==> config.mk <==
export PLATFORM = sky130hd
export DESIGN_NAME = ttc_timer_top
export DESIGN_NICKNAME = d
export VERILOG_FILES = /design/src/ttc_pkg.sv /design/src/ttc_counter_lite.sv /design/src/ttc_host_if.sv /design/src/ttc_intr_status.sv /design/src/ttc_prescaler.sv /design/src/ttc_timer_top.sv
export SDC_FILE = /design/constraint.sdc
export NUM_CORES = 1
export LEC_CHECK = 0
export ABC_AREA = 1
export BUFFER_PORTS_ARGS = -buffer_cell sky130_fd_sc_hd__buf_2
export CORE_ASPECT_RATIO = 0.75
export CORE_MARGIN = 2
export CORE_UTILIZATION = 25
export CTS_BUF_LIST = sky130_fd_sc_hd__clkbuf_4 sky130_fd_sc_hd__clkbuf_8
export DETAILED_ROUTE_END_ITERATION = 12
export GPL_TIMING_DRIVEN = 1
export SKIP_LAST_GASP = 1
export SLEW_MARGIN = 20
export SYNTH_ARGS = -nofsm -noshare
export SYNTH_HDL_FRONTEND = slang
export SYNTH_SLANG_ARGS = --single-unit
==> constraint.sdc <==
create_clock -name pclk26 -period 4.4 [get_ports pclk26]
set_clock_uncertainty 0.1 [all_clocks]
set_input_delay 0.22 -clock pclk26 [delete_from_list [all_inputs] [get_ports pclk26]]
set_output_delay 0.22 -clock pclk26 [all_outputs]
set_load 0.01 [all_outputs]
==> src/ttc_pkg.sv <==
`default_nettype none

package ttc_pkg;

  // ------------------------------
  // Widths
  // ------------------------------
  localparam int ttc_data_w = 16;
  localparam int ttc_addr_w = 4;

  // Register map, word addressed
  localparam logic [ttc_addr_w-1:0] addr_clk_ctrl    = 4'd0;
  localparam logic [ttc_addr_w-1:0] addr_cnt_ctrl    = 4'd1;
  localparam logic [ttc_addr_w-1:0] addr_interval    = 4'd2;
  localparam logic [ttc_addr_w-1:0] addr_match_1     = 4'd3;
  localparam logic [ttc_addr_w-1:0] addr_match_2     = 4'd4;
  localparam logic [ttc_addr_w-1:0] addr_match_3     = 4'd5;
  localparam logic [ttc_addr_w-1:0] addr_count       = 4'd6; // Read only
  localparam logic [ttc_addr_w-1:0] addr_intr_status = 4'd7; // Read only, clear on read
  localparam logic [ttc_addr_w-1:0] addr_intr_enable = 4'd8;

  // Counter control bits
  localparam int ctrl_dis      = 0; // Disable, active high
  localparam int ctrl_interval = 1; // Interval mode, else overflow
  localparam int ctrl_decr     = 2; // Count down
  localparam int ctrl_match    = 3; // Match compare on
  localparam int ctrl_restart  = 4; // Self clearing
  localparam int ctrl_wave_dis = 5; // Stored only
  localparam int ctrl_wave_pol = 6; // Stored only

  // Interrupt bits
  localparam int intr_interval = 0;
  localparam int intr_match_1  = 1;
  localparam int intr_match_2  = 2;
  localparam int intr_match_3  = 3;
  localparam int intr_overflow = 4;
  localparam int intr_w        = 5;

  // ------------------------------
  // Host write word, three views
  // ------------------------------
  typedef union packed {
    logic [ttc_data_w-1:0] raw;
    struct packed {
      logic [8:0] pad;
      logic       wave_pol;
      logic       wave_dis;
      logic       restart;
      logic       match;
      logic       decr;
      logic       interval;
      logic       dis;           // Bit 0
    } cnt_ctrl;
    struct packed {
      logic [10:0] pad;
      logic [3:0]  prescale;     // Divide by 2^(N+1)
      logic        prescale_en;  // Bit 0
    } clk_ctrl;
  } ttc_word_u;

endpackage

`default_nettype wire

==> src/ttc_counter_lite.sv <==
`default_nettype none

module ttc_counter_lite (
  input  wire logic                              pclk26,
  input  wire logic                              n_p_reset26,
  input  wire logic                              count_en,
  input  wire ttc_pkg::ttc_word_u                wdata,
  input  wire logic                              cnt_ctrl_sel,
  input  wire logic                              interval_sel,
  input  wire logic                              match_1_sel,
  input  wire logic                              match_2_sel,
  input  wire logic                              match_3_sel,
  output logic      [ttc_pkg::ttc_data_w-1:0]    count_val,
  output logic      [6:0]                        cnt_ctrl,
  output logic      [ttc_pkg::ttc_data_w-1:0]    interval,
  output logic      [ttc_pkg::ttc_data_w-1:0]    match_1,
  output logic      [ttc_pkg::ttc_data_w-1:0]    match_2,
  output logic      [ttc_pkg::ttc_data_w-1:0]    match_3,
  output logic      [ttc_pkg::intr_w-1:0]        intr_pulse
);

  logic counting;      // Set once the first count has happened
  logic restart_hold;  // Restart seen, clears the ctrl bit
  logic live;          // Interrupts allowed
  logic at_zero;
  logic [ttc_pkg::ttc_data_w-1:0] wrap_val;    // Top of the count range
  logic [ttc_pkg::ttc_data_w-1:0] count_next;

  // ------------------------------
  // Register writes
  // ------------------------------
  always_ff @(posedge pclk26 or negedge n_p_reset26)
  begin
    if (!n_p_reset26)
    begin
      cnt_ctrl <= 7'b0000001;  // Starts disabled
      interval <= '0;
      match_1  <= '0;
      match_2  <= '0;
      match_3  <= '0;
    end
    else
    begin
      if (cnt_ctrl_sel)
      begin
        cnt_ctrl[ttc_pkg::ctrl_dis]      <= wdata.cnt_ctrl.dis;
        cnt_ctrl[ttc_pkg::ctrl_interval] <= wdata.cnt_ctrl.interval;
        cnt_ctrl[ttc_pkg::ctrl_decr]     <= wdata.cnt_ctrl.decr;
        cnt_ctrl[ttc_pkg::ctrl_match]    <= wdata.cnt_ctrl.match;
        cnt_ctrl[ttc_pkg::ctrl_restart]  <= wdata.cnt_ctrl.restart;
        cnt_ctrl[ttc_pkg::ctrl_wave_dis] <= wdata.cnt_ctrl.wave_dis;
        cnt_ctrl[ttc_pkg::ctrl_wave_pol] <= wdata.cnt_ctrl.wave_pol;
      end
      else if (restart_hold)
        cnt_ctrl[ttc_pkg::ctrl_restart] <= 1'b0;  // Self clear

      if (interval_sel) interval <= wdata.raw;
      if (match_1_sel)  match_1  <= wdata.raw;
      if (match_2_sel)  match_2  <= wdata.raw;
      if (match_3_sel)  match_3  <= wdata.raw;
    end
  end

  // Next count, interval or full 16 bit range
  always_comb
  begin
    wrap_val = cnt_ctrl[ttc_pkg::ctrl_interval] ? interval : '1;
    if (cnt_ctrl[ttc_pkg::ctrl_decr])
      count_next = (count_val == '0) ? wrap_val : count_val - 1'b1;
    else
      count_next = (count_val == wrap_val) ? '0 : count_val + 1'b1;
  end

  // ------------------------------
  // Counter
  // ------------------------------
  always_ff @(posedge pclk26 or negedge n_p_reset26)
  begin
    if (!n_p_reset26)
    begin
      count_val    <= '0;
      counting     <= 1'b0;
      restart_hold <= 1'b0;
    end
    else if (count_en)
    begin
      if (cnt_ctrl[ttc_pkg::ctrl_restart])
      begin
        // Load value depends on direction and mode
        if (!cnt_ctrl[ttc_pkg::ctrl_decr])
          count_val <= '0;
        else if (cnt_ctrl[ttc_pkg::ctrl_interval])
          count_val <= interval;
        else
          count_val <= '1;
        counting     <= 1'b0;
        restart_hold <= 1'b1;
      end
      else
      begin
        if (!cnt_ctrl[ttc_pkg::ctrl_dis])
        begin
          count_val <= count_next;
          counting  <= 1'b1;
        end
        restart_hold <= 1'b0;
      end
    end
  end

  // ------------------------------
  // Interrupt pulses
  // ------------------------------
  assign live    = counting & ~cnt_ctrl[ttc_pkg::ctrl_restart] & ~cnt_ctrl[ttc_pkg::ctrl_dis];
  assign at_zero = (count_val == '0);

  always_comb
  begin
    intr_pulse = '0;
    intr_pulse[ttc_pkg::intr_interval] = live & at_zero & cnt_ctrl[ttc_pkg::ctrl_interval];
    intr_pulse[ttc_pkg::intr_overflow] = live & at_zero & ~cnt_ctrl[ttc_pkg::ctrl_interval];
    // Match compares only in match mode
    intr_pulse[ttc_pkg::intr_match_1] = live & cnt_ctrl[ttc_pkg::ctrl_match] & (count_val == match_1);
    intr_pulse[ttc_pkg::intr_match_2] = live & cnt_ctrl[ttc_pkg::ctrl_match] & (count_val == match_2);
    intr_pulse[ttc_pkg::intr_match_3] = live & cnt_ctrl[ttc_pkg::ctrl_match] & (count_val == match_3);
  end

endmodule

`default_nettype wire

==> src/ttc_host_if.sv <==
`default_nettype none

module ttc_host_if (
  input  wire logic                              pclk26,
  input  wire logic                              n_p_reset26,
  input  wire logic                              req,
  input  wire logic                              we,
  input  wire logic [ttc_pkg::ttc_addr_w-1:0]    addr,
  input  wire ttc_pkg::ttc_word_u                wdata,
  output logic                                   ack,
  output logic      [ttc_pkg::ttc_data_w-1:0]    rdata,
  output ttc_pkg::ttc_word_u                     wr_data,
  output logic                                   clk_ctrl_sel,
  output logic                                   cnt_ctrl_sel,
  output logic                                   interval_sel,
  output logic                                   match_1_sel,
  output logic                                   match_2_sel,
  output logic                                   match_3_sel,
  output logic                                   enable_sel,
  output logic                                   status_rd,
  input  wire logic [ttc_pkg::ttc_data_w-1:0]    clk_ctrl,
  input  wire logic [6:0]                        cnt_ctrl,
  input  wire logic [ttc_pkg::ttc_data_w-1:0]    interval,
  input  wire logic [ttc_pkg::ttc_data_w-1:0]    match_1,
  input  wire logic [ttc_pkg::ttc_data_w-1:0]    match_2,
  input  wire logic [ttc_pkg::ttc_data_w-1:0]    match_3,
  input  wire logic [ttc_pkg::ttc_data_w-1:0]    count_val,
  input  wire logic [ttc_pkg::intr_w-1:0]        status,
  input  wire logic [ttc_pkg::intr_w-1:0]        enable
);

  logic access;  // High in the cycle before the access edge
  logic wr;
  logic [ttc_pkg::ttc_data_w-1:0] rd_mux;

  // ------------------------------
  // Four-phase handshake
  // ------------------------------
  assign access = req & ~ack;
  assign wr     = access & we;

  // ack follows req one edge late
  always_ff @(posedge pclk26 or negedge n_p_reset26)
  begin
    if (!n_p_reset26)
      ack <= 1'b0;
    else
      ack <= req;
  end

  // Write word parked at zero outside a write
  assign wr_data.raw = wr ? wdata.raw : '0;

  // One cycle strobes, read-only addresses have none
  assign clk_ctrl_sel = wr & (addr == ttc_pkg::addr_clk_ctrl);
  assign cnt_ctrl_sel = wr & (addr == ttc_pkg::addr_cnt_ctrl);
  assign interval_sel = wr & (addr == ttc_pkg::addr_interval);
  assign match_1_sel  = wr & (addr == ttc_pkg::addr_match_1);
  assign match_2_sel  = wr & (addr == ttc_pkg::addr_match_2);
  assign match_3_sel  = wr & (addr == ttc_pkg::addr_match_3);
  assign enable_sel   = wr & (addr == ttc_pkg::addr_intr_enable);
  assign status_rd    = access & ~we & (addr == ttc_pkg::addr_intr_status);

  // ------------------------------
  // Read path
  // ------------------------------
  always_comb
  begin
    rd_mux = '0;  // Unmapped reads return 0
    case (addr)
      ttc_pkg::addr_clk_ctrl:    rd_mux      = clk_ctrl;
      ttc_pkg::addr_cnt_ctrl:    rd_mux[6:0] = cnt_ctrl;
      ttc_pkg::addr_interval:    rd_mux      = interval;
      ttc_pkg::addr_match_1:     rd_mux      = match_1;
      ttc_pkg::addr_match_2:     rd_mux      = match_2;
      ttc_pkg::addr_match_3:     rd_mux      = match_3;
      ttc_pkg::addr_count:       rd_mux      = count_val;
      ttc_pkg::addr_intr_status: rd_mux[ttc_pkg::intr_w-1:0] = status;
      ttc_pkg::addr_intr_enable: rd_mux[ttc_pkg::intr_w-1:0] = enable;
      default:                   rd_mux      = '0;
    endcase
  end

  // Held while ack is high
  always_ff @(posedge pclk26 or negedge n_p_reset26)
  begin
    if (!n_p_reset26)
      rdata <= '0;
    else if (access & ~we)
      rdata <= rd_mux;
  end

endmodule

`default_nettype wire

==> src/ttc_intr_status.sv <==
`default_nettype none

module ttc_intr_status (
  input  wire logic                          pclk26,
  input  wire logic                          n_p_reset26,
  input  wire logic [ttc_pkg::intr_w-1:0]    intr_pulse,
  input  wire logic                          enable_sel,
  input  wire ttc_pkg::ttc_word_u            wdata,
  input  wire logic                          status_rd,
  output logic      [ttc_pkg::intr_w-1:0]    status,
  output logic      [ttc_pkg::intr_w-1:0]    enable,
  output logic                               irq
);

  logic [ttc_pkg::intr_w-1:0] keep_mask;  // Zero on a status read

  // ------------------------------
  // Sticky status
  // ------------------------------
  assign keep_mask = {ttc_pkg::intr_w{~status_rd}};

  always_ff @(posedge pclk26 or negedge n_p_reset26)
  begin
    if (!n_p_reset26)
      status <= '0;
    else
      status <= (status & keep_mask) | intr_pulse;  // New pulses survive the read
  end

  // Enable mask
  always_ff @(posedge pclk26 or negedge n_p_reset26)
  begin
    if (!n_p_reset26)
      enable <= '0;
    else if (enable_sel)
      enable <= wdata.raw[ttc_pkg::intr_w-1:0];
  end

  assign irq = |(status & enable);  // Single level interrupt line

endmodule

`default_nettype wire

==> src/ttc_prescaler.sv <==
`default_nettype none

module ttc_prescaler (
  input  wire logic                              pclk26,
  input  wire logic                              n_p_reset26,
  input  wire logic                              clk_ctrl_sel,
  input  wire ttc_pkg::ttc_word_u                wdata,
  output logic      [ttc_pkg::ttc_data_w-1:0]    clk_ctrl,
  output logic                                   count_en
);

  logic        prescale_en;  // Divider in use
  logic [3:0]  prescale;     // N
  logic [ttc_pkg::ttc_data_w-1:0] div_cnt;   // Free running divider
  logic [ttc_pkg::ttc_data_w-1:0] div_mask;  // Low N+1 bits set

  // ------------------------------
  // Clock control register
  // ------------------------------
  always_ff @(posedge pclk26 or negedge n_p_reset26)
  begin
    if (!n_p_reset26)
    begin
      prescale_en <= 1'b0;
      prescale    <= 4'd0;
    end
    else if (clk_ctrl_sel)
    begin
      prescale_en <= wdata.clk_ctrl.prescale_en;
      prescale    <= wdata.clk_ctrl.prescale;
    end
  end

  assign clk_ctrl = {11'd0, prescale, prescale_en}; // Read back view

  // Divider restarts on every clk_ctrl write
  always_ff @(posedge pclk26 or negedge n_p_reset26)
  begin
    if (!n_p_reset26)
      div_cnt <= '0;
    else if (clk_ctrl_sel)
      div_cnt <= '0;
    else
      div_cnt <= div_cnt + 1'b1;
  end

  // Thermometer mask, bits 0..N
  always_comb
  begin
    for (int i = 0; i < ttc_pkg::ttc_data_w; i++)
      div_mask[i] = (i <= int'(prescale));
  end

  // One pulse per 2^(N+1) cycles, or every cycle when off
  assign count_en = prescale_en ? ((div_cnt & div_mask) == div_mask) : 1'b1;

endmodule

`default_nettype wire

==> src/ttc_timer_top.sv <==
`default_nettype none

module ttc_timer_top (
  input  wire logic                              pclk26,
  input  wire logic                              n_p_reset26,
  input  wire logic                              req,
  input  wire logic                              we,
  input  wire logic [ttc_pkg::ttc_addr_w-1:0]    addr,
  input  wire ttc_pkg::ttc_word_u                wdata,
  output logic                                   ack,
  output logic      [ttc_pkg::ttc_data_w-1:0]    rdata,
  output logic                                   irq
);

  // ------------------------------
  // Internal nets
  // ------------------------------
  ttc_pkg::ttc_word_u              reg_wdata;  // Write word to the register blocks
  logic clk_ctrl_sel, cnt_ctrl_sel, interval_sel;
  logic match_1_sel, match_2_sel, match_3_sel;
  logic enable_sel, status_rd;
  logic count_en;
  logic [ttc_pkg::ttc_data_w-1:0]  clk_ctrl;
  logic [6:0]                      cnt_ctrl;
  logic [ttc_pkg::ttc_data_w-1:0]  interval, match_1, match_2, match_3, count_val;
  logic [ttc_pkg::intr_w-1:0]      intr_pulse, status, enable;

  ttc_host_if u_host_if (
    .pclk26(pclk26), .n_p_reset26(n_p_reset26),
    .req(req), .we(we), .addr(addr), .wdata(wdata),
    .ack(ack), .rdata(rdata), .wr_data(reg_wdata),
    .clk_ctrl_sel(clk_ctrl_sel), .cnt_ctrl_sel(cnt_ctrl_sel),
    .interval_sel(interval_sel), .match_1_sel(match_1_sel),
    .match_2_sel(match_2_sel), .match_3_sel(match_3_sel),
    .enable_sel(enable_sel), .status_rd(status_rd),
    .clk_ctrl(clk_ctrl), .cnt_ctrl(cnt_ctrl), .interval(interval),
    .match_1(match_1), .match_2(match_2), .match_3(match_3),
    .count_val(count_val), .status(status), .enable(enable)
  );

  ttc_prescaler u_prescaler (
    .pclk26(pclk26), .n_p_reset26(n_p_reset26),
    .clk_ctrl_sel(clk_ctrl_sel), .wdata(reg_wdata),
    .clk_ctrl(clk_ctrl), .count_en(count_en)
  );

  ttc_counter_lite u_counter (
    .pclk26(pclk26), .n_p_reset26(n_p_reset26),
    .count_en(count_en), .wdata(reg_wdata),
    .cnt_ctrl_sel(cnt_ctrl_sel), .interval_sel(interval_sel),
    .match_1_sel(match_1_sel), .match_2_sel(match_2_sel), .match_3_sel(match_3_sel),
    .count_val(count_val), .cnt_ctrl(cnt_ctrl), .interval(interval),
    .match_1(match_1), .match_2(match_2), .match_3(match_3),
    .intr_pulse(intr_pulse)
  );

  ttc_intr_status u_intr_status (
    .pclk26(pclk26), .n_p_reset26(n_p_reset26),
    .intr_pulse(intr_pulse), .enable_sel(enable_sel),
    .wdata(reg_wdata), .status_rd(status_rd),
    .status(status), .enable(enable), .irq(irq)
  );

endmodule

`default_nettype wire
==> results.json <==
{
  "clockRootBuffer": "clkbuf_8",
  "worstPathMaxFanout": 30,
  "drt_wl_total_um": 28400,
  "die_h_um": 164,
  "synth_nets": 1243,
  "synthFlopType": "dfrtp_1",
  "setup_tns_ns": 0,
  "wl_per_cell_um": 16.6,
  "hold_viol_final": 0,
  "core_area_mm2": 0.0336,
  "dieArea_mm2": 0.0357,
  "nNetsFinal": 1273,
  "syn_inst": 1215,
  "grt_max_degree": 109,
  "antenna_found_initial": 1,
  "slew_headroom_pct": 26.7,
  "mostFrequentLayoutCells": "389 x nand2_1, 136 x dfrtp_1, 121 x inv_1",
  "synth.avg_cell_area_um2": 7.03,
  "async_reset_ff_share_pct": 100,
  "diodes": 0,
  "gp_congestion": 0.958,
  "path_cells": "inv_1, nor2_1, nand2_1, nand2_1, nor2_1, nand2_1, nor2_1, nand2_2, nand3_1, nand2_1, nand2_1, a21oi_1",
  "critPathMostFrequentCell": "nand2_1",
  "final_common_cell": "nand2_1",
  "timing.final.ws_setup_ns": 1.69,
  "die_x_um": 217,
  "period_minus_slack_ns": 2.71,
  "synth.area.top_cells": "dfrtp_1 40%, nand2_1 17%, o21ai_0 6.6%",
  "grt_pass1_vias": 7871,
  "dp_hpwl_um": 20800,
  "drive_above_1_share_pct": 9.94,
  "hold_path.class": "input pin to asynchronous set/reset pin",
  "clkTransAtPathRegs_ns": 0.10,
  "p_leak_nw": 4.67,
  "port_buffers": 41,
  "drc": 0,
  "worst_path_largest_cell_delay_ns": 0.96,
  "fin_crit_sh_pct": 61.6,
  "synth_edf_count": 0,
  "p_sw_w": 0.00214,
  "netlist.top_cell.by_area": "dfrtp_1",
  "grt_overflow": 0,
  "first_iter_violations": 893,
  "max_slew.worst_pin.slew_ns": 1.10,
  "cpMaxStageDelayCell": "dfrtp_1",
  "cts_resized": 0,
  "fill_cells": 3673,
  "initial_core_util_pct": 25.4,
  "dr.pass1.iters": 7,
  "grt_pass1_wl_um": 45500,
  "track_usage_pct": 16.7,
  "multi_input_area_mm2": 0.00433,
  "drtAntennaViolNets": 0,
  "worstPathArrival_ns": 3.03,
  "synth_top_area_share_pct": 39.8,
  "ioPinCount": 42,
  "r2r_setup_slack_ns": 1.69,
  "dr_wl_met3_um": 2740,
  "clkSinkCount": 137,
  "cp.required_ns": 4.71,
  "critPathKind": "flop to flop",
  "startpoint_type": "flop",
  "pre_cts_ws_ns": 1.66,
  "drv_cap": 0,
  "cts_buffers": 17,
  "outcome": "finished, final reports clean",
  "rsz0062_at_grt": "false",
  "tritoncts": "done",
  "setup_viol_count_final": 0,
  "vias": 8390,
  "highest_layer": "met5",
  "ys_seq_area_share_pct": 40.1,
  "ys_seq_elements": 137,
  "cts_buffer_depth": 2,
  "drt-met1-wl_um": 13600,
  "seq_area_mm2": 0.00343,
  "yosysWarnings": 0,
  "p_comb_share_pct": 34.9,
  "route.met2.wl_um": 11600,
  "syn2layout_area_growth_pct": 13.1,
  "std_cell_rows": 58,
  "yosysUniqueCellTypes": 40,
  "power.density_mw_per_mm2": 498,
  "total_power_w": 0.00481,
  "slew_viol_final": 0,
  "clock_latency_ns": 0.51,
  "fmax_mhz": 369,
  "power.internal_w": 0.00266,
  "clock_power_share_pct": 23.1,
  "end_kind": "flop",
  "htree_levels": 4,
  "avgViaCountPerCell": 4.91,
  "synth_area_mm2": 0.00854,
  "peakVddDrop_v": 0.000229,
  "swShare_pct": 44.6,
  "p_seq_share_pct": 41.9
}
critical path, delay by kind of cell (launching register included):
kind,cells,cell delay [ns]
simple gates,10,1.12
buf+inv,1,0.29
compound gates,1,0.15
flops,1,0.96
flip-flops by register name, summed over array words and instances, names as in the netlist:
signal,cells
u_counter.count_val,16
u_counter.interval,16
u_counter.match_1,16
u_counter.match_2,16
u_counter.match_3,16
u_host_if.rdata,16
u_prescaler.div_cnt,16
u_counter.cnt_ctrl,7
u_intr_status.enable,5
u_intr_status.status,5
u_prescaler.prescale,4
u_counter.counting,1
u_counter.restart_hold,1
u_host_if.ack,1
u_prescaler.prescale_en,1
layer usage:
layer  up-vias  GRT usage (%)
li1       3973              -
met1      4004           24.5
met2       376           23.2
met3        35           4.94
met4         2           5.14
met5         -              0
through the flow:
step           util [%]  cells  hold slack [ns]  instance area [um2]
6_report           28.7   1708           0.0416                 9660
5_1_grt            28.7   1708           0.0396                 9660
4_1_cts            28.6   1707           0.0829                 9620
3_5_place_dp       26.9   1657            0.256                 9030
3_3_place_gp       26.9   1657            0.256                 9030
2_1_floorplan         -   1215           -0.176                 8540
worst paths after layout:
| path | startpoint | end | cells after the start |
|---|---|---|---|
| max | u_counter.cnt_ctrl[1] | u_counter.count_val[2] | 12 |
| min in group pclk26 | addr[2] | u_host_if.rdata[3] | 6 |
| max reg2reg | u_counter.cnt_ctrl[1] | u_counter.count_val[2] | 12 |
| min | n_p_reset26 | u_counter.cnt_ctrl[5] | 2 |
| min reg2reg | u_host_if.rdata[14] | u_host_if.rdata[14] | 2 |
| max in group asynchronous | n_p_reset26 | u_counter.count_val[4] | 3 |
power groups by stage:
stage	sequential (W)	combinational, W	clock, W
after detailed placement	0.00202	0.00164	0
after global routing	0.00205	0.00193	0.00120
final	0.00202	0.00168	0.00111
after global placement	0.00201	0.00161	0
after CTS	0.00200	0.00166	0.00114
after floorplan	0.00170	0.00150	0
cells by family after synthesis:
kind of cell | synth area share [%]
compound gates | 14.9
simple gates | 30.8
xor+xnor | 4.41
buf+inv | 9.23
fa+ha+maj | 0.586
flops | 40.1
Yosys cell counts, types with 2 or more instances:
cell type	number
or2_2	3
o211ai_1	5
a21oi_2	10
o21ai_1	9
a221oi_1	8
nor2_2	8
clkbuf_1	20
inv_2	8
buf_4	3
a211oi_1	6
buf_2	18
a22o_1	3
xor2_1	27
a21oi_1	44
nor2_4	6
nand2_2	4
xnor2_1	16
nand2_1	391
o2111ai_1	2
o22ai_1	17
nor2_1	110
inv_1	121
nor4_1	5
o21a_1	2
nand4_1	15
ha_1	4
o21ai_0	113
nor3_2	3
dfrtp_1	136
nand3_1	65
buf_6	10
nand2_4	2
nor3_1	14
cell type report:
cell class                      instances  area share [%]
Inverter                              129            5.01
Timing Repair Buffer                   63            4.57
Clock inverter                         14            1.66
Sequential cell                       137            35.5
Tap cell                              450            5.83
Clock buffer                           18            2.57
Multi-Input combinational cell        897            44.8
what timing repair did:
item | in CTS | in global routing
buffers inserted | 0 | 0
hold buffers | 18 | 0
hold endpoints to repair | 157 | 0
No activity file was read; power rests on OpenSTA's default activity.
